[config.mk]
export PLATFORM = sky130hd
export DESIGN_NAME = winnerSelect
export DESIGN_NICKNAME = d
export VERILOG_FILES = /design/src/nnPkg.sv /design/src/winnerSelect.sv
export SDC_FILE = /design/constraint.sdc
export NUM_CORES = 1
export LEC_CHECK = 0
export BUFFER_PORTS_ARGS = -buffer_cell sky130_fd_sc_hd__buf_4
export CORE_MARGIN = 2
export CORE_UTILIZATION = 46
export DETAILED_ROUTE_END_ITERATION = 10
export GPL_TIMING_DRIVEN = 0
export PLACE_DENSITY_LB_ADDON = 0.3
export SYNTH_ARGS = -nofsm -noshare
export SYNTH_HDL_FRONTEND = slang
export SYNTH_SLANG_ARGS = --single-unit
export TNS_END_PERCENT = 50
[constraint.sdc]
create_clock -name clk -period 8.3 [get_ports clk]
set_input_delay 1.245 -clock clk [delete_from_list [all_inputs] [get_ports clk]]
set_output_delay 1.245 -clock clk [all_outputs]
set_load 0.02 [all_outputs]
[src/nnPkg.sv]
package nnPkg;

	////////////////////////////////////////////////////////////
	// Layer sizes
	////////////////////////////////////////////////////////////

	localparam int numInputs = 15;                        // Activations per neuron
	localparam int numNeurons = 4;                        // Neurons in the layer
	localparam int wordWidth = 16;                        // Fixed-point data width
	localparam int prodWidth = 2 * wordWidth;             // Full multiplier result

	localparam int neuronIdxWidth = $clog2(numNeurons);
	localparam int inputIdxWidth = $clog2(numInputs + 1); // Index 15 exists but addresses nothing

	////////////////////////////////////////////////////////////
	// Data types
	////////////////////////////////////////////////////////////

	// Signed 16-bit fixed-point value
	typedef logic signed [wordWidth-1:0] word;

	// Full-width signed product, truncated back to a word in the neuron
	typedef logic signed [prodWidth-1:0] product;

	typedef word [numInputs-1:0] actVec;     // Activations, or the weights of one neuron
	typedef actVec [numNeurons-1:0] weightMat; // Weights of the whole layer
	typedef word [numNeurons-1:0] layerVec;  // Neuron outputs or biases

	typedef logic [neuronIdxWidth-1:0] neuronIdx;
	typedef logic [inputIdxWidth-1:0] inputIdx;

	////////////////////////////////////////////////////////////
	// Configuration opcodes
	////////////////////////////////////////////////////////////

	// One-cycle command from the configuration port
	typedef enum logic [1:0]
	{
		cfgNone = 2'd0,   // Idle
		cfgWeight = 2'd1, // Write one weight
		cfgBias = 2'd2,   // Write one bias
		cfgClear = 2'd3   // Zero all weights and biases
	} cfgOpT;

endpackage
[src/winnerSelect.sv]
`timescale 1ns/10ps

module winnerSelect
	import nnPkg::*;
(
	input logic clk,
	input logic reset,
	input layerVec scores,
	output neuronIdx winner,
	output word winnerValue
);

	neuronIdx bestIdx;
	word bestValue;

	////////////////////////////////////////////////////////////
	// Argmax
	////////////////////////////////////////////////////////////

	// Scan from index 0 upward; a later score must be strictly larger
	// to take over, so ties stay with the lowest index
	always_comb
	begin
		bestIdx = '0;
		bestValue = scores[0];
		for (int i = 1; i < numNeurons; i++)
		begin
			if (scores[i] > bestValue)
			begin
				bestIdx = neuronIdx'(i);
				bestValue = scores[i];
			end
		end
	end

	////////////////////////////////////////////////////////////
	// Output registers
	////////////////////////////////////////////////////////////

	always_ff @(posedge clk)
	begin
		if (reset)
		begin
			winner <= '0;
			winnerValue <= '0;
		end
		else
		begin
			winner <= bestIdx;         // One edge after neuronOut
			winnerValue <= bestValue;
		end
	end

endmodule

== Word-level counts from Yosys, hierarchy flattened ==
Index checks and enable logic that the tools add are counted.

* Logic and storage cells: 11
* Latch bits: 0
* Bits in read-only memories: 0
* Memories kept: 0
* RAM bits: 0
* Output and inout bits: 18
* Flip-flop bits (word level): 18

* Magnitude comparators: 3
* Bitwise gates (word level): 0
* Reduce and logical (&&, ||, !) cells: 0
* Add/subtract/negate cells: 0
* Shift operators: 0
* Multipliers: 0
* Mux-type cells: 6
* Equality and inequality tests: 0
* Div/mod/pow operators: 0

{| class="wikitable"
|+ Operators with widths
! kind !! count
|-
| 16-bit greater-than comparator || 3
|-
| 16-bit 2-to-1 mux || 3
|-
| 2-bit 2-to-1 mux || 2
|-
| 1-bit 2-to-1 mux || 1
|}

== Depth between registers and ports, before layout ==
* Depth after elaboration: 6
* Mapped depth: 42
* Gate-level depth less buffers: 33

== Worst setup path after synthesis ==
OpenSTA, ideal clock, no wires.

* Path type: input port to flip-flop
* Start: input scores[15] (netlist name)
* End: register winnerValue[10]
* Slack: -0.040 ns
* Stages on the path: 38
* Path buffers: 9
* Setup time: 0.070 ns
* Arrival time: 8.270 ns
* Path through: inv_1 -> ha_1 -> buf_4 -> nand4_4 -> nor4_4 -> a21boi_2 -> and3b_1 -> buf_6 -> mux2i_1 -> clkbuf_1 -> buf_1 -> a21oi_1 -> ha_1 -> nand4_1 -> nor4_1 -> and2_1 -> nor3b_1 -> a221oi_2 -> (+2 left out) -> or3_1 -> buf_2 -> buf_2 -> o21ai_0 -> ha_1 -> nor2b_1 -> o21a_1 -> o21a_1 -> o21a_1 -> o21a_1 -> o21ai_0 -> a211o_1 -> and4_1 -> or3_1 -> clkbuf_1 -> clkbuf_1 -> o211ai_1 -> a21oi_1

* Longest elaborated chain between the ends: 6

{| class="wikitable"
|+ RTL lines
! what !! line !! RTL
|-
| start: declaration || winnerSelect.sv:8 || <nowiki>input layerVec scores,</nowiki>
|-
| 16-bit greater-than comparator || winnerSelect.sv:28 || <nowiki>if (scores[i] > bestValue)</nowiki>
|-
| 16-bit 2-to-1 mux * || winnerSelect.sv:28 ||
|-
| 16-bit greater-than comparator || winnerSelect.sv:28 ||
|-
| 16-bit 2-to-1 mux * || winnerSelect.sv:28 ||
|-
| 16-bit greater-than comparator || winnerSelect.sv:28 ||
|-
| 16-bit 2-to-1 mux * || winnerSelect.sv:28 ||
|-
| end signal: assignment || winnerSelect.sv:50 || <nowiki>winnerValue <= bestValue;</nowiki>
|-
| end: declaration || winnerSelect.sv:10 || <nowiki>output word winnerValue</nowiki>
|}

Every way passes the cells marked *; elsewhere a longest branch is shown, timed or not.
A chain may end at the register's enable or synchronous reset.

== Worst setup path after layout ==
* Start: input scores[15] (netlist name)
* End: register winnerValue[9]

Same word-level chain as after synthesis.

==> results.py <==
metrics = {
    "outcome": {
        "status": "finished, final reports clean",
    },
    "power_and_ir_drop": {
        "p_comb_frac": 0.709,
        "p_per_area_nw_per_um2": 175.0,
        "p_seq_frac": 0.196,
        "p_int_mw": 0.3287,
        "p_sw_mw": 0.2574,
        "power_frac_clock": 0.095,
        "p_leak_nw": 1.662,
        "peakVddDrop_uv": 89.05,
        "switching_share": 0.4392,
    },
    "clock_tree": {
        "ctsHoldBuffers": 0,
        "htree_levels": 1,
        "clockBufferDepth": 2,
        "cts.sinks": 18,
        "cts_tree": "yes",
        "cts_buffers": 3,
        "cts_root_buf": "clkbuf_8",
        "cts.clk_slew.worst_paths_ns": 0.06,
    },
    "yosys": {
        "synth_top_family_by_area": "compound AO/OA/AOI/OAI gates",
        "yosys_warnings": 0,
        "synth_top_cells_by_area": "ha_1 24%, dfxtp_1 15%, a21oi_1 8.3%, o211ai_1 4.7%, o31ai_1 4.7%",
        "yosysSeqAreaShare": 0.1491,
        "ys_types": 50,
        "synth.most_common_cell": "ha_1",
        "synth_top_area_cell": "ha_1",
        "synth-compound-area-share": 0.3240,
        "synth-xor-area-share": 0.007246,
        "synth_edf_count": 0,
        "synthMuxAreaShare": 0.01242,
        "syn_nets": 431,
        "synth.cell_area_um2": 2417,
        "yosys.area.top_type_share": 0.2381,
        "synth_ff_type": "dfxtp_1",
        "synthTopCellsByCount": "46 x ha_1, 40 x a21oi_1, 23 x inv_1",
        "async_reset_ff_frac": 0,
        "synthAdderAreaFrac": 0.2381,
        "ys_ff_latch": 18,
        "avgSynthCellArea_um2": 7.578,
        "netlist_instances": 319,
        "yosys.area_share.simple": 0.1957,
    },
    "die": {
        "core-area_um2": 5075,
        "die_y_um": 76.49,
        "start_util": 0.4763,
        "ios": 84,
        "die_x_um": 76.49,
        "fp.dieArea_um2": 5851,
        "core.rowCount": 26,
    },
    "route": {
        "first_iter_violations": 111,
        "avgViaCountPerCell": 5.519,
        "postRouteAntennaNets": 0,
        "post_drt_wl_per_cell_um": 13.35,
        "drc_errors": 0,
        "via_count": 2660,
        "first_pass_iters": 4,
        "routed_wirelength_mm": 6.435,
    },
    "grt": {
        "first_global_vias": 2442,
        "antenna_found_initial": 0,
        "grt_pass1_wl_mm": 10.38,
        "grt_max_degree": 11,
        "grt-ovfl-total": 0,
        "grt_use_total": 0.2092,
    },
    "setup_path": {
        "start_kind": "primary input",
        "critical_path.slowest_cell": "or3_4",
        "critical_path_class": "primary input to flop",
        "crit_fanout": 10,
        "critPathRequiredTime_ns": 8.41,
        "cp-end-kind": "flop",
        "cpPeakStageDelay_ns": 0.38,
        "critical_path_arrival_ns": 8.11,
    },
    "cells_and_area": {
        "final_cells": 482,
        "utilization": 0.6598,
        "antenna_cells": 0,
        "nets": 526,
        "syn_to_final_growth_pct": 38.51,
        "drive_above_1_share": 0.3155,
    },
    "timing": {
        "tightest_slew_ns": 0.5186,
        "finalCritPeriodShare": 0.9644,
        "period_minus_slack_ns": 8.005,
        "finalHoldViolations": 0,
        "setup_viol": 0,
        "maxSlewViolCount": 0,
        "hold_ws_ns": 1.268,
        "worst_slew_margin_rel": 0.6516,
        "tns_ns": 0,
        "max_freq_ghz": 0.1249,
    },
    "worst_hold_path": {
        "hp-class": "primary input to flop",
    },
    "job": {
        "cap_violations": 0,
    },
    "place": {
        "portBuffers": 83,
        "gp_congestion": 0.8548,
        "dp.cells": 472,
        "dp_hpwl_mm": 5.424,
    },
}
==> per-stage QoR <==
stage	area, um^2	power [mW]	setup slack [ns]
final	3348	0.5861	0.2954
after global routing	3348	0.6406	-0.06788
after CTS	3236	0.5570	0.02576
after detailed placement	3129	0.4912	-1.267
after global placement	3129	0.4820	-1.127
after floorplan	2419	0.3710	0.05253
==> final cells by class <==
class	count	area [um^2]
buffer	18	120.1
inverter	23	86.33
multi-input combinational	259	1972
fill	473	1727
tap	70	87.58
timing repair buffer	91	680.7
clock buffer	3	41.29
sequential	18	360.3
==> cells in the final DEF (no fill, tap or decap), types with 3 or more instances in the layout <==
| cell | n |
|---|---|
| dfxtp_1 | 18 |
| buf_6 | 3 |
| nand2_1 | 19 |
| ha_1 | 46 |
| o31ai_1 | 15 |
| nor2_1 | 20 |
| nor3_1 | 6 |
| clkbuf_1 | 5 |
| a21o_1 | 11 |
| o21a_1 | 5 |
| o21ai_0 | 18 |
| inv_1 | 23 |
| and2_1 | 3 |
| clkbuf_8 | 4 |
| clkbuf_2 | 3 |
| o211ai_1 | 15 |
| buf_4 | 93 |
| nor2b_1 | 4 |
| nand3_1 | 5 |
| a21oi_2 | 3 |
| nand4_1 | 10 |
| a21oi_1 | 36 |
==> cell families (layout without fill, tap and decap cells) <==
kind of cell / Yosys count / after routing
AO/OA/AOI/OAI: 121 / 121
XOR/XNOR: 2 / 2
adder cells (fa/ha/maj): 46 / 46
buffers and inverters: 43 / 135
flip-flops: 18 / 18
multiplexers: 3 / 3
AND/OR/NAND/NOR: 86 / 87
==> worst max-delay path, delay by kind of cell <==
family,cells,cell delay (ns)
multiplexers,1,0.19
buffers and inverters,9,1.26
AND/OR/NAND/NOR,6,1.56
AO/OA/AOI/OAI,20,3.05
adder cells (fa/ha/maj),3,0.80
==> sequential cells by signal (all words and copies together), names as in the netlist <==
signal	count
winner	2
winnerValue	16
==> timing repair <==
action	in CTS	in global routing
setup buffers	2	6
pin swaps	2	7
resized for setup	17	24
endpoints found under the setup margin	18	18
gates cloned	0	1
==> power groups by stage <==
stage	clock network, mW	registers, mW	logic, mW
floorplan	0	0.147	0.224
global placement	0	0.116	0.366
detailed placement	0	0.117	0.374
CTS	0.0570	0.115	0.385
global route	0.0634	0.118	0.460
finish	0.0556	0.115	0.416
==> layer usage <==
layer	global-route usage	part of all wire	up-vias
li1	-	-	1386
met1	0.2619	0.45	1197
met2	0.3752	0.50	71
met3	0.01896	0.044	6
met4	0.06909	0.011	0
met5	0	0	-
==> final timing paths <==
check	from	endpoint	slack [ns]	cells past startpoint
setup / recovery	scores[15]	winnerValue[9]	0.30	39
hold / removal	scores[55]	winnerValue[7]	1.27	3
Power figures use the tool's default switching activity.
