[src/nnPkg.sv]
package nnPkg;

	////////////////////////////////////////////////////////////
	// Layer sizes
	////////////////////////////////////////////////////////////

	localparam int numInputs = 15;                        // Activations per neuron
	localparam int numNeurons = 4;                        // Neurons in the layer
	localparam int wordWidth = 16;                        // Fixed-point data width
	localparam int prodWidth = 2 * wordWidth;             // Full multiplier result

	localparam int neuronIdxWidth = $clog2(numNeurons);
	localparam int inputIdxWidth = $clog2(numInputs + 1); // Index 15 exists but addresses nothing

	////////////////////////////////////////////////////////////
	// Data types
	////////////////////////////////////////////////////////////

	// Signed 16-bit fixed-point value
	typedef logic signed [wordWidth-1:0] word;

	// Full-width signed product, truncated back to a word in the neuron
	typedef logic signed [prodWidth-1:0] product;

	typedef word [numInputs-1:0] actVec;     // Activations, or the weights of one neuron
	typedef actVec [numNeurons-1:0] weightMat; // Weights of the whole layer
	typedef word [numNeurons-1:0] layerVec;  // Neuron outputs or biases

	typedef logic [neuronIdxWidth-1:0] neuronIdx;
	typedef logic [inputIdxWidth-1:0] inputIdx;

	////////////////////////////////////////////////////////////
	// Configuration opcodes
	////////////////////////////////////////////////////////////

	// One-cycle command from the configuration port
	typedef enum logic [1:0]
	{
		cfgNone = 2'd0,   // Idle
		cfgWeight = 2'd1, // Write one weight
		cfgBias = 2'd2,   // Write one bias
		cfgClear = 2'd3   // Zero all weights and biases
	} cfgOpT;

endpackage
[src/neuron.sv]
`timescale 1ns/10ps

module neuron
	import nnPkg::*;
(
	input logic clk,
	input logic reset,
	input actVec activations,
	input actVec weights,
	input word bias,
	output word result
);

	actVec actReg;              // Stage 1
	word products [numInputs];  // Truncated products
	word sumNext;
	word sumReg;                // Stage 2
	word reluOut;

	////////////////////////////////////////////////////////////
	// Stage 1: activation register
	////////////////////////////////////////////////////////////

	always_ff @(posedge clk)
	begin
		if (reset)
		begin
			actReg <= '0;
		end
		else
		begin
			actReg <= activations;
		end
	end

	////////////////////////////////////////////////////////////
	// Stage 2: truncating multiply and wraparound sum
	////////////////////////////////////////////////////////////

	for (genvar i = 0; i < numInputs; i++)
	begin : mulGen
		product fullProd;

		assign fullProd = $signed(actReg[i]) * $signed(weights[i]);
		assign products[i] = fullProd[wordWidth-1:0]; // Keep low 16 bits only
	end

	// Accumulator is a word, so every add wraps modulo 2^16
	always_comb
	begin
		sumNext = bias;
		for (int i = 0; i < numInputs; i++)
		begin
			sumNext = sumNext + products[i];
		end
	end

	always_ff @(posedge clk)
	begin
		if (reset)
		begin
			sumReg <= '0;
		end
		else
		begin
			sumReg <= sumNext;
		end
	end

	////////////////////////////////////////////////////////////
	// Stage 3: ReLU output register
	////////////////////////////////////////////////////////////

	// Negative sum clamps to zero
	assign reluOut = sumReg[wordWidth-1] ? '0 : sumReg;

	always_ff @(posedge clk)
	begin
		if (reset)
		begin
			result <= '0;
		end
		else
		begin
			result <= reluOut;
		end
	end

endmodule

[config.mk]
export PLATFORM = sky130hd
export DESIGN_NAME = neuron
export DESIGN_NICKNAME = d
export VERILOG_FILES = /design/src/nnPkg.sv /design/src/neuron.sv
export SDC_FILE = /design/constraint.sdc
export NUM_CORES = 2
export LEC_CHECK = 0
export BUFFER_PORTS_ARGS = -buffer_cell sky130_fd_sc_hd__buf_2
export CAP_MARGIN = 20
export CORE_ASPECT_RATIO = 2
export CORE_MARGIN = 10
export CORE_UTILIZATION = 41
export DETAILED_ROUTE_END_ITERATION = 10
export SLEW_MARGIN = 20
export SYNTH_ARGS = -nofsm -noshare
export SYNTH_HDL_FRONTEND = slang
export SYNTH_SLANG_ARGS = --single-unit
export TNS_END_PERCENT = 10
[constraint.sdc]
create_clock -name clk -period 13.2 [get_ports clk]
set_input_delay 0.66 -clock clk [delete_from_list [all_inputs] [get_ports clk]]
set_output_delay 0.66 -clock clk [all_outputs]
set_load 0.05 [all_outputs]
Word level (Yosys, flattened, before mapping)
Cells that the tools add are included.
{"block": "word_totals", "elab_cells": 49, "in_bits": 498, "reg_bits": 272}
{"block": "classes", "reduce_logical": 1, "multipliers": 15, "addsub": 15}
{"cell": "$add 16x16->16", "n": 15}
{"cell": "$mul 16x16->16", "n": 15}
{"cell": "$reduce_or 2->1", "n": 1}

Logic depth before layout (Yosys ltp)
{"block": "logic_depth", "depth_word": 16, "depth_mapped": 35}

Least setup slack after synthesis
No wires, ideal clock.
{"block": "synth_timing", "kind": "input-to-reg", "start": "input port weights[224] (netlist name)", "end": "register sumReg[15]", "setup_slack_ns": 3.631, "n_path_buf": 1, "t_arrival_ns": 9.455, "setup_time_ns": 0.114, "t_required_ns": 13.086, "stages": 31, "cell_sequence": "clkbuf_1 -> nand2_1 -> fa_1 -> inv_1 -> fa_1 -> inv_1 -> fa_1 -> inv_1 -> fa_1 -> fa_1 -> inv_1 -> fa_1 -> inv_1 -> fa_1 -> inv_1 -> fa_1 -> fa_1 -> fa_1 -> fa_1 -> fa_1 -> fa_1 -> xnor2_1 -> xnor2_1 -> xnor2_1 -> xnor3_1 -> xnor2_1 -> xnor3_1 -> xnor2_1 -> xnor3_1 -> xor2_1 -> nor2_1"}
{"block": "synth_between", "elab_chain_cells": 2}
{"element": "start: declaration", "line_no": "neuron.sv:9", "rtl": "input actVec weights,"}
{"element": "$mul 16x16->16", "line_no": "neuron.sv:44", "rtl": "assign fullProd = $signed(actReg[i]) * $signed(weights[i]);"}
{"element": "$add 16x16->16", "line_no": "neuron.sv:54", "rtl": "sumNext = sumNext + products[i];"}
{"element": "end signal: assignment", "line_no": "neuron.sv:66", "rtl": "sumReg <= sumNext;"}
{"element": "end: declaration", "line_no": "neuron.sv:17", "rtl": "word sumReg;"}
No other way between the ends.
A chain may end at the register's enable or synchronous reset.

Worst setup path after layout
{"block": "layout_timing", "start": "register actReg[161] (netlist name)", "end": "register sumReg[15]"}
{"block": "layout_between", "elab_chain_cells": 6}
{"element": "start: declaration", "line_no": "neuron.sv:14", "rtl": "actVec actReg;"}
{"element": "start signal: assignment", "line_no": "neuron.sv:32", "rtl": "actReg <= activations;"}
{"element": "$mul 16x16->16", "line_no": "neuron.sv:44"}
{"element": "$add 16x16->16 (5 in series)", "line_no": "neuron.sv:54"}
No other way between the ends.

==> results by group <==
Layout
  • Share of cells above drive strength 1: under 10%
  • Number of fill cells in the layout: around 17k
  • Commonest non-fill, non-tap cell in the layout: inv_1
  • Core Util, Final: 44.6%
  • Area delta synth->final: 8.15%
  • Register Area: ~5400 sq um
  • Post-route cell area: 75800 sq um
  • Nets: between 10k and 15k
  • Most frequent cells in the layout: 1866 x inv_1, 1547 x fa_1, 1033 x and2_1, 1008 x nand2_1, 727 x ha_1
  • Multi-input logic area: ~57000 sq um

Routing
  • Drt wl/cell: 24.8 um
  • DRT Wirelength: 251 mm
  • Starting DRT DRC Count: 2538
  • Via/cell ratio: about 4.9
  • Detailed Routing Iterations Pass 1: 6
  • Antenna viol nets, final: 0
  • Vias: 49.2k
  • DRC: 0

Place
  • Routability congestion estimate: 0.993
  • Port Buffer Count: 512
  • DP Area: about 75000 sq um
  • DP Wirelength: 224 mm

Timing
  • Setup TNS: 0 ns
  • Final Slew Violations: 0
  • Rel. slew slack: 23.9%
  • FMAX: 0.0974 GHz
  • Final Skew: between 0.03 and 0.04 ns
  • Fin crit share: 77.8%
  • Post-layout min period: 10.26 ns
  • Count of final hold-check violations: 0
  • Setup-failing EPs final: 0
  • Worst slew pin tran: 1.13 ns
  • Unrepaired setup endpoints after global routing: no
  • Min Hold Slack: 0.207 ns

Synth
  • Ys Warns: 0
  • Synth Area in Adders: about 57%
  • Synth Cell Area: 70100 sq um
  • Post-synthesis mux area share: 0.0161%
  • Largest family of logic cells by synthesized area: adder cells
  • Syn Inst Count: 7518
  • Synth Area in XOR/XNOR: 6.34%
  • Post-Synth Simple-Gate Area: between 15 and 20%
  • Register area share after synthesis: about 7.7%
  • Synth Register Bits: 271
  • Cell variety after synth: 30
  • Avg Synthesized Cell Area: 9.32 sq um
  • Net Count, Synth: 10.3k
  • Compound-cell area share of the yosys netlist: 0.164%

CTS
  • TritonCTS buffer count: 35
  • Max clock buf depth: 3
  • Clk sinks: 271
  • Reg clk slew, reported paths: 0.08 ns
  • Post-CTS setup buffer count: 0
  • Htree depth: 2
  • Root buf cell: clkbuf_16
  • CTS tree: yes
  • Hold buffers post-CTS: 0
  • Later-pin clock latency in the skew report: 0.65 ns
  • Resized cells post-CTS: 0

Worst setup path
  • Crit end category: register
  • CP Launch Type: register
  • Crit path from: actReg[161]$_SDFF_PP0_
  • Endpoint of the worst setup timing path: sumReg[15]$_SDFF_PP0_
  • Worst reg2reg endpoint: sumReg[15]$_SDFF_PP0_
  • Worst Reg-to-Reg Cells: 28
  • Req. time, crit path: around 14 ns
  • Cell mode on critical path: fa_1
  • Reg2Reg Setup Slack: between 2 and 3 ns
  • Slowest-stage cell, CP: dfxtp_1
  • Worst Path Class, Setup: register to register
  • Critical path fanouts, max: 15
  • Max stage delay on crit path: 0.93 ns
  • Worst EP arrival: 10.77 ns
  • Worst r2r src: actReg[161]$_SDFF_PP0_

Outcome
  • Status: finished, final reports clean

Die
  • I/O pins: 514
  • Die area: 189000 sq um
  • DIE HEIGHT: 605 um
  • Chip width: 312 um
  • Starting Density: approximately two fifths
  • Core box area: around 170000 sq um
  • Rows: between 200 and 250

Global route
  • Antenna violations before repair: 46
  • Vias in the first global route: 56.8k
  • Largest net degree at the start of global routing: roughly 150
  • Remaining Overflow, GRT: 0
  • Global-route wire length before repair: 369 mm
  • Gr usage total: 26.9%

Flow run
  • Max-Cap Viols: 0

Hold path
  • Worst min path class: input pin to register
## layout make-up
cell class              instances  share of cell area [%]
diodes                         22                  0.0726
clock buffers                  41                    1.24
clock inverters                21                   0.323
inverters                    1866                    9.24
multi-input cells            5118                    74.7
flip-flops and latches        271                    7.16
well taps                    2268                    3.74
repair buffers                526                    3.55
## kinds of logic (layout without fill, tap and decap cells)
logic type                 Yosys count  count (layout)
DFF                                271             271
AOI/OAI and AO/OA                   20              20
buffers and inverters             2129            2454
muxes                                1               1
and+or+nand+nor                   2324            2324
adders and majority gates         2274            2274
xor gates and xnor gates           498             498
other                                1              23
## synthesized netlist by cell type
library cell | instances | area share, %
buf_2 | 15 | 0.11
nor3_1 | 5 | 0.036
xnor2_1 | 413 | 5.2
xnor3_1 | 5 | 0.16
xnor2_2 | 2 | 0.046
o21bai_1 | 1 | 0.011
nand2_1 | 1008 | 5.4
fa_1 | 1547 | 44
buf_6 | 3 | 0.048
nand2_2 | 2 | 0.018
a21boi_0 | 3 | 0.032
nand2b_1 | 8 | 0.071
or2b_1 | 1 | 0.011
nor2b_1 | 254 | 2.3
dfxtp_1 | 271 | 7.7
a21o_1 | 2 | 0.021
and2_1 | 1033 | 9.2
or3_1 | 1 | 0.0089
nor2_1 | 12 | 0.064
a21oi_1 | 6 | 0.043
clkbuf_2 | 1 | 0.0071
o21ai_0 | 8 | 0.057
ha_1 | 727 | 13
buf_1 | 1 | 0.0053
buf_4 | 6 | 0.064
inv_1 | 1866 | 10
xor2_1 | 78 | 0.97
conb_1 | 1 | 0.0053
mux2_2 | 1 | 0.016
clkbuf_1 | 237 | 1.3
## per-layer routing
metal / GRT usage (%) / wire (um) / up-vias
met3: 4.32 / 12100 / 580
met4: 21.7 / 25000 / 36
met1: 26.2 / 81500 / 25300
met2: 49.7 / 132000 / 1392
li1: - / - / 21900
met5: 0 / 226 / -
## critical path: cells and delay by family (launching register included)
family	cells	cell delay, ns
xor+xnor	9	1.96
fa+ha+maj	13	6.73
simple gates	2	0.21
flops	1	0.93
buf+inv	4	0.26
## flip-flops by register name (all words and copies together), names as in the netlist
signal  count
sumReg     16
result     15
actReg    240
## worst min-delay path by stage
stage                     cells after the start                  from  slack [ns]                     end
after floorplan                               1  sumReg[0]$_SDFF_PP0_        0.41    result[0]$_SDFF_PP0_
after global placement                        1  sumReg[4]$_SDFF_PP0_        0.42    result[4]$_SDFF_PP0_
after detailed placement                      1  sumReg[4]$_SDFF_PP0_        0.41    result[4]$_SDFF_PP0_
after CTS                                     2      activations[186]        0.15  actReg[186]$_SDFF_PP0_
after global routing                          2        activations[4]        0.18    actReg[4]$_SDFF_PP0_
final                                         2      activations[183]        0.21  actReg[183]$_SDFF_PP0_
## through the flow
step / std cells / setup WS [ns]
3_3_place_gp: 10000 / 2.80
4_1_cts: 10100 / 2.98
6_report: 10100 / 2.94
2_1_floorplan: 7518 / 3.63
3_5_place_dp: 10000 / 2.72
5_1_grt: 10100 / 2.63
Power is not shown: default switching activity piles up to over one toggle a cycle in this logic, so the estimate is an artifact.
