==> config.mk <==
export PLATFORM = sky130hd
export DESIGN_NAME = weightBank
export DESIGN_NICKNAME = d
export VERILOG_FILES = /design/src/nnPkg.sv /design/src/weightBank.sv
export SDC_FILE = /design/constraint.sdc
export NUM_CORES = 2
export LEC_CHECK = 0
export ABC_CLOCK_PERIOD_IN_PS = 4200
export BUFFER_PORTS_ARGS = -buffer_cell sky130_fd_sc_hd__buf_2
export CAP_MARGIN = 10
export CORE_AREA = 3 3 403 405
export DETAILED_ROUTE_END_ITERATION = 6
export DIE_AREA = 0 0 406 408
export GPL_ROUTABILITY_DRIVEN = 1
export PLACE_DENSITY = 0.47
export SLEW_MARGIN = 0
export SYNTH_ARGS = -nofsm -noshare
export SYNTH_HDL_FRONTEND = slang
export SYNTH_SLANG_ARGS = --single-unit
==> constraint.sdc <==
create_clock -name clk -period 4.2 [get_ports clk]
set_input_delay 0.42 -clock clk [delete_from_list [all_inputs] [get_ports clk]]
set_output_delay 0.42 -clock clk [all_outputs]
set_load 0.05 [all_outputs]
==> src/nnPkg.sv <==
package nnPkg;

	////////////////////////////////////////////////////////////
	// Layer sizes
	////////////////////////////////////////////////////////////

	localparam int numInputs = 15;                        // Activations per neuron
	localparam int numNeurons = 4;                        // Neurons in the layer
	localparam int wordWidth = 16;                        // Fixed-point data width
	localparam int prodWidth = 2 * wordWidth;             // Full multiplier result

	localparam int neuronIdxWidth = $clog2(numNeurons);
	localparam int inputIdxWidth = $clog2(numInputs + 1); // Index 15 exists but addresses nothing

	////////////////////////////////////////////////////////////
	// Data types
	////////////////////////////////////////////////////////////

	// Signed 16-bit fixed-point value
	typedef logic signed [wordWidth-1:0] word;

	// Full-width signed product, truncated back to a word in the neuron
	typedef logic signed [prodWidth-1:0] product;

	typedef word [numInputs-1:0] actVec;     // Activations, or the weights of one neuron
	typedef actVec [numNeurons-1:0] weightMat; // Weights of the whole layer
	typedef word [numNeurons-1:0] layerVec;  // Neuron outputs or biases

	typedef logic [neuronIdxWidth-1:0] neuronIdx;
	typedef logic [inputIdxWidth-1:0] inputIdx;

	////////////////////////////////////////////////////////////
	// Configuration opcodes
	////////////////////////////////////////////////////////////

	// One-cycle command from the configuration port
	typedef enum logic [1:0]
	{
		cfgNone = 2'd0,   // Idle
		cfgWeight = 2'd1, // Write one weight
		cfgBias = 2'd2,   // Write one bias
		cfgClear = 2'd3   // Zero all weights and biases
	} cfgOpT;

endpackage
==> src/weightBank.sv <==
`timescale 1ns/10ps

module weightBank
	import nnPkg::*;
(
	input logic clk,
	input logic reset,
	input cfgOpT cfgOp,
	input neuronIdx cfgNeuron,
	input inputIdx cfgIndex,
	input word cfgData,
	output weightMat weights,
	output layerVec biases
);

	////////////////////////////////////////////////////////////
	// Opcode decode
	////////////////////////////////////////////////////////////

	logic indexValid;
	logic weightWe;
	logic biasWe;
	logic clearAll;

	// Only indices 0..14 address a weight
	assign indexValid = (cfgIndex < inputIdx'(numInputs));

	always_comb
	begin
		weightWe = 1'b0;
		biasWe = 1'b0;
		clearAll = 1'b0;
		case (cfgOp)
			cfgWeight:
			begin
				weightWe = indexValid; // Out-of-range index is dropped
			end
			cfgBias:
			begin
				biasWe = 1'b1;
			end
			cfgClear:
			begin
				clearAll = 1'b1;
			end
			default:
			begin
				clearAll = 1'b0; // cfgNone
			end
		endcase
	end

	////////////////////////////////////////////////////////////
	// Per-neuron weight and bias registers
	////////////////////////////////////////////////////////////

	for (genvar n = 0; n < numNeurons; n++)
	begin : rowGen
		logic rowSel;
		actVec rowWeights;
		word rowBias;

		assign rowSel = (cfgNeuron == neuronIdx'(n));

		always_ff @(posedge clk)
		begin
			if (reset || clearAll)
			begin
				rowWeights <= '0;
			end
			else if (weightWe && rowSel)
			begin
				rowWeights[cfgIndex] <= cfgData;
			end
		end

		always_ff @(posedge clk)
		begin
			if (reset || clearAll)
			begin
				rowBias <= '0;
			end
			else if (biasWe && rowSel)
			begin
				rowBias <= cfgData;
			end
		end

		// Visible to the neurons right after the write edge
		assign weights[n] = rowWeights;
		assign biases[n] = rowBias;
	end

endmodule

Word-level counts from Yosys, hierarchy flattened
Cells that the tools add are included.
{"block": "classes", "order_cmp": 3, "n_eq_ne": 6, "muxes": 9, "n_reduce_logical": 11}
{"operator": "bitwise mux 240 bit", "n": 4}
{"operator": "demux 16 bit (select 4 bit)", "n": 1}
{"operator": "2-to-1 mux 16 bit", "n": 1}
{"operator": "logical AND 1 bit", "n": 9}
{"operator": "equality test 2 bit (second input constant)", "n": 4}
{"operator": "< comparator 4 x 5 -> 1 bit (second input constant)", "n": 1}
{"operator": "equality test 2 x 1 -> 1 bit (second input constant)", "n": 2}
{"operator": ">= comparator 4 x 1 -> 1 bit (second input constant)", "n": 1}
{"operator": "< comparator 4 bit (second input constant)", "n": 1}
{"operator": "2-to-1 mux 1 bit", "n": 3}
{"operator": "logical NOT 2 bit", "n": 1}
{"operator": "logical OR 1 bit", "n": 1}
{"block": "totals", "regBits": 1024, "input_bits": 26, "out_inout_bits": 1024, "word_cells": 93}

Depth between registers and ports, before layout
{"block": "depth", "ltp_word": 5, "mapped_depth": 7, "depth_no_buf": 3}

Least setup slack after synthesis
Ideal clock, no wire load.
{"block": "synth_path", "path_kind": "input-to-reg", "startpoint": "input port cfgNeuron[0]", "endpoint": "register rowGen[0].rowBias[10]", "setup_time_ns": 0.132, "arrival_time_ns": 1.686, "t_required_ns": 4.068, "setup_slack_ns": 2.382, "cell_stages": 6, "n_path_buf": 3, "cell_sequence": "buf_2 > or4b_2 > clkbuf_1 > clkbuf_1 > nand2_1 > a21oi_1"}
{"block": "synth_between", "elab_chain_len": 2}
{"element": "start, declared", "line_no": "weightBank.sv:9", "source": "input neuronIdx cfgNeuron,"}
{"element": "logical NOT 2 bit", "line_no": "weightBank.sv:63", "source": "assign rowSel = (cfgNeuron == neuronIdx'(n));"}
{"element": "logical AND 1 bit", "line_no": "weightBank.sv:83", "source": "else if (biasWe && rowSel)"}
{"element": "end signal, assigned", "line_no": "weightBank.sv:85", "source": "rowBias <= cfgData;"}
{"element": "end, declared", "line_no": "weightBank.sv:61", "source": "word rowBias;"}
Every way passes these cells.
A chain may end at the register's enable or synchronous reset.

Worst setup path in the final report
{"block": "layout_path", "startpoint": "input port cfgOp[1]", "endpoint": "register rowGen[1].rowWeights, in the netlist weights[299]"}
{"block": "layout_between", "elab_chain_len": 3, "word_cells_on_any_way": 6, "cone_classes": "2 x eq/ne; 2 x mux; 2 x reduce/logical"}
{"element": "start, declared", "line_no": "weightBank.sv:8", "source": "input cfgOpT cfgOp,"}
{"element": "equality test 2 x 1 -> 1 bit / equality test 2 bit (equally long branches)", "line_no": "weightBank.sv:33", "source": "case (cfgOp)"}
{"element": "2-to-1 mux 1 bit", "line_no": "weightBank.sv:33"}
{"element": "logical AND 1 bit / logical OR 1 bit (equally long branches)", "line_no": "weightBank.sv:71, weightBank.sv:67"}
{"element": "end signal, assigned by index", "line_no": "weightBank.sv:73", "source": "rowWeights[cfgIndex] <= cfgData;"}
{"element": "end, declared", "line_no": "weightBank.sv:60", "source": "actVec rowWeights;"}
Several ways; a longest one is shown, not always the timed one.

==> reports/qor.yml <==
setup_path:
  critPathKind: "input port to register"
  timing.critical_path.slowest_cell_delay_ns: 0.96
  path_cells: "buf_2 -> a21oi_4 -> buf_4 -> buf_4 -> nand2_1 -> mux2i_1"
  ff2ff_setup_slack_ns: 3.37
  start_kind: "input port"
  critical_path_arrival_ns: 2.82
  timing.critical_path.buf_inv: 3
  critPathTopFamily: "buffers and inverters"
  cp_max_fo: 101
  worstPathRequired_ns: 4.85
  cp_slowest_cell: "sky130_fd_sc_hd__buf_4"
  crit_path_end_kind: "register"
  critical-path-top-cell-by-count: "sky130_fd_sc_hd__buf_4"
routing:
  final_wirelength_mm: 164
  wl_met2_mm: 77.1
  dr_total_vias: 28600
  met3_length_mm: 12.1
  wl_met1_mm: 68.4
  maxUsedRoutingLayer: "met5"
  detail-route-antenna-nets: 0
  drt-initial-drc-count: 1626
  routed_vias_inst: 4.31
  first_pass_iters: 5
  drc: 0
  drt-wirelength-per-cell_um: 24.7
power_and_ir_drop:
  post-layout-total-power_mw: 21.0
  power.clock.fraction_pct: 49.5
  power-per-cell-area_nw_per_um2: 439
  ir_worst_vdd_uv: 348
  switching_power_mw: 5.09
  sw_frac_of_total_pct: 24.2
  comb_power_share_pct: 4.2
  static_leakage_nw: 26.9
  internal_power_consumption_mw: 16.0
  seq_power_share_pct: 46.3
cts:
  cts.sink_count: 1024
  clk_transition_reported_paths_ns: 0.06
  ctsLongestPathBuffers: 3
  tritoncts.num_buffers: 115
  clock-root-buffer: "sky130_fd_sc_hd__clkbuf_16"
  clock_insertion_delay_at_the_later_pin_of_the_skew_report_ns: 0.73
  tritoncts_clock_tree: "done"
  cts-resized-gates: 0
  htree_num_levels: 3
global_routing:
  antenna_found_initial: 13
  first_global_vias: 28500
  grt_first_pass_wirelength_mm: 225
  globalRouteOverflowTotal: 0
  grt_usage_pct: 19.0
  grt_start_max_net_pins: 203
timing:
  headroom_to_the_max_slew_limit_pct: 23.8
  timing.final.setup_violations: 0
  slew_viol_final: 0
  timing.final.ws_setup_ns: 2.04
  timing.hold.ws_ns: 0.103
  final_min_period_over_clock_period_pct: 51.5
  worst_pin_slew_ns: 1.14
  fmax_mhz: 462
  timing.clock.skew_ns: 0
  finalWorstPathRequiredPeriod_ns: 2.16
  final.setup.tns_ns: 0
  grt_setup_unrepaired: "false"
  number_of_hold_violations_in_the_final_report: 0
synthesis:
  post_synthesis_mux_area_share_pct: 26.1
  synth-xor-area-share_pct: 0
  yosys_warnings: 0
  postSynthRegisterBits: 1024
  edff_count_synth: 0
  synthesis.area_per_instance_um2: 10.4
  postSynthCellCount: 3554
  synth_top_cell_area_share_pct: 55.7
  seq_area_frac_synth_pct: 55.7
  yosys.cell_count.top_type: "sky130_fd_sc_hd__nand2_1"
  synth_simple_gate_area_share_pct: 13.4
  yosys-top-cells-count: "sky130_fd_sc_hd__nand2_1 (1104), sky130_fd_sc_hd__dfxtp_1 (1024), sky130_fd_sc_hd__mux2i_1 (960)"
  synth_adder_area_share_pct: 0
  ys_types: 24
  synth_compound_gate_area_share_pct: 0.914
  synth_area_leaders: "sky130_fd_sc_hd__dfxtp_1 (56%), sky130_fd_sc_hd__mux2i_1 (26%), sky130_fd_sc_hd__nand2_1 (11%), sky130_fd_sc_hd__clkbuf_1 (1.6%), sky130_fd_sc_hd__buf_2 (1.2%)"
  post-synth-top-area-cell: "sky130_fd_sc_hd__dfxtp_1"
  mapped_area_um2: 36800
  largest_family_of_logic_cells_by_synthesized_area: "multiplexers"
  synth_top_flop_cell: "sky130_fd_sc_hd__dfxtp_1"
  post_synthesis_net_count: 3580
  postSynth.asyncResetShare_pct: 0
placed_design:
  place_hpwl_mm: 110
  gpl.final_weighted_congestion: 0.801
  io_buffer_count: 1049
  pre_cts_slack_ns: 1.26
floorplan:
  placeableCoreArea_um2: 159000
  design.die.area_um2: 166000
  die_height_um: 408
  fp.dieW_um: 406
  row_count: 146
  initial_utilization_pct: 23.2
  num_io_pins: 1050
outcome:
  outcome: "finished clean"
min_path:
  worst_hold_path_type: "input port to register"
final_layout:
  layout.nets: 4492
  drive_gt1_share_pct: 30.0
  synthToLayoutAreaGrowth_pct: 30.2
job:
  drv.max_cap_violation_count: 0
==> placed cells by master, fill, tap and decap left out, drive strengths merged <==
| cell type | synthesis | final |
|---|---|---|
| dfxtp | 1024 | 1024 |
| or4b | 1 | 1 |
| and4b | 8 | 8 |
| nor4 | 1 | 1 |
| nand4b | 1 | 1 |
| nand4bb | 2 | 2 |
| buf | 149 | 1093 |
| mux2i | 960 | 960 |
| bufinv | 0 | 7 |
| nand2 | 1164 | 1164 |
| clkinvlp | 0 | 5 |
| clkinv | 0 | 17 |
| dlygate4sd3 | 0 | 10 |
| nor4bb | 6 | 6 |
| clkbuf | 159 | 178 |
| and4bb | 6 | 6 |
| inv | 0 | 4 |
| nor4b | 7 | 7 |
| a21oi | 65 | 65 |
| diode | 0 | 4 |
| a21o | 1 | 1 |
==> repair_timing <==
action                    4_1_cts  5_1_grt
setup buffers                   0        0
hold endpoints to repair       30        0
hold buffers                   10        0
==> worst paths after layout <==
kind,to,cells after the start,start
max,weights[299],6,cfgOp[1]
min,rowGen[2].rowBias[15],3,cfgData[15]
max reg2reg,weights[639],2,weights[639]
min reg2reg,rowGen[2].rowBias[6],2,rowGen[2].rowBias[6]
==> flip-flops by register name (all words and copies together), names as in the netlist <==
signal          cells
rowGen.rowBias     64
weights           960
==> logic make-up (layout without fill, tap and decap cells) <==
| family | after synthesis | after routing |
|---|---|---|
| multiplexers | 960 | 960 |
| other | 0 | 4 |
| buffers and inverters | 308 | 1314 |
| AND/OR/NAND/NOR | 1196 | 1196 |
| AO/OA/AOI/OAI | 66 | 66 |
| flip-flops | 1024 | 1024 |
==> layer usage <==
| metal | up-vias | GRT usage [%] |
|---|---|---|
| met1 | 13800 | 23.1 |
| met3 | 245 | 5.26 |
| met2 | 979 | 31.7 |
| li1 | 13500 | - |
| met5 | - | 0 |
| met4 | 10 | 7.07 |
==> final cells by class <==
class,instances,area [um^2]
clock buffers,178,3450
diodes,4,10.0
repair buffers,1103,5840
well taps,2072,2590
flip-flops and latches,1024,20500
multi-input cells,2222,15100
fillers,16700,111000
clock inverters,33,457
==> power by group through the flow <==
stage | clock network [mW] | registers [mW] | logic (mW)
after floorplan | 0 | 10.0 | 0.402
after global placement | 0 | 9.96 | 0.909
after detailed placement | 0 | 9.96 | 0.910
after CTS | 10.7 | 9.74 | 0.920
after global routing | 11.1 | 9.74 | 0.942
final | 10.4 | 9.75 | 0.892
==> metrics by stage <==
stage	cell area [um^2]	utilization (%)	cells
after floorplan	36800	-	3554
after global placement	43900	27.7	6411
after detailed placement	43900	27.7	6411
after CTS	47900	30.2	6632
after global routing	47900	30.2	6632
final	47900	30.2	6636
==> tightest hold or removal path: stages <==
cell	delay (ns)
sky130_fd_sc_hd__buf_2	0.22
sky130_fd_sc_hd__nand2_1	0.10
sky130_fd_sc_hd__a21oi_1	0.05
No activity file was read; power rests on OpenSTA's default activity.
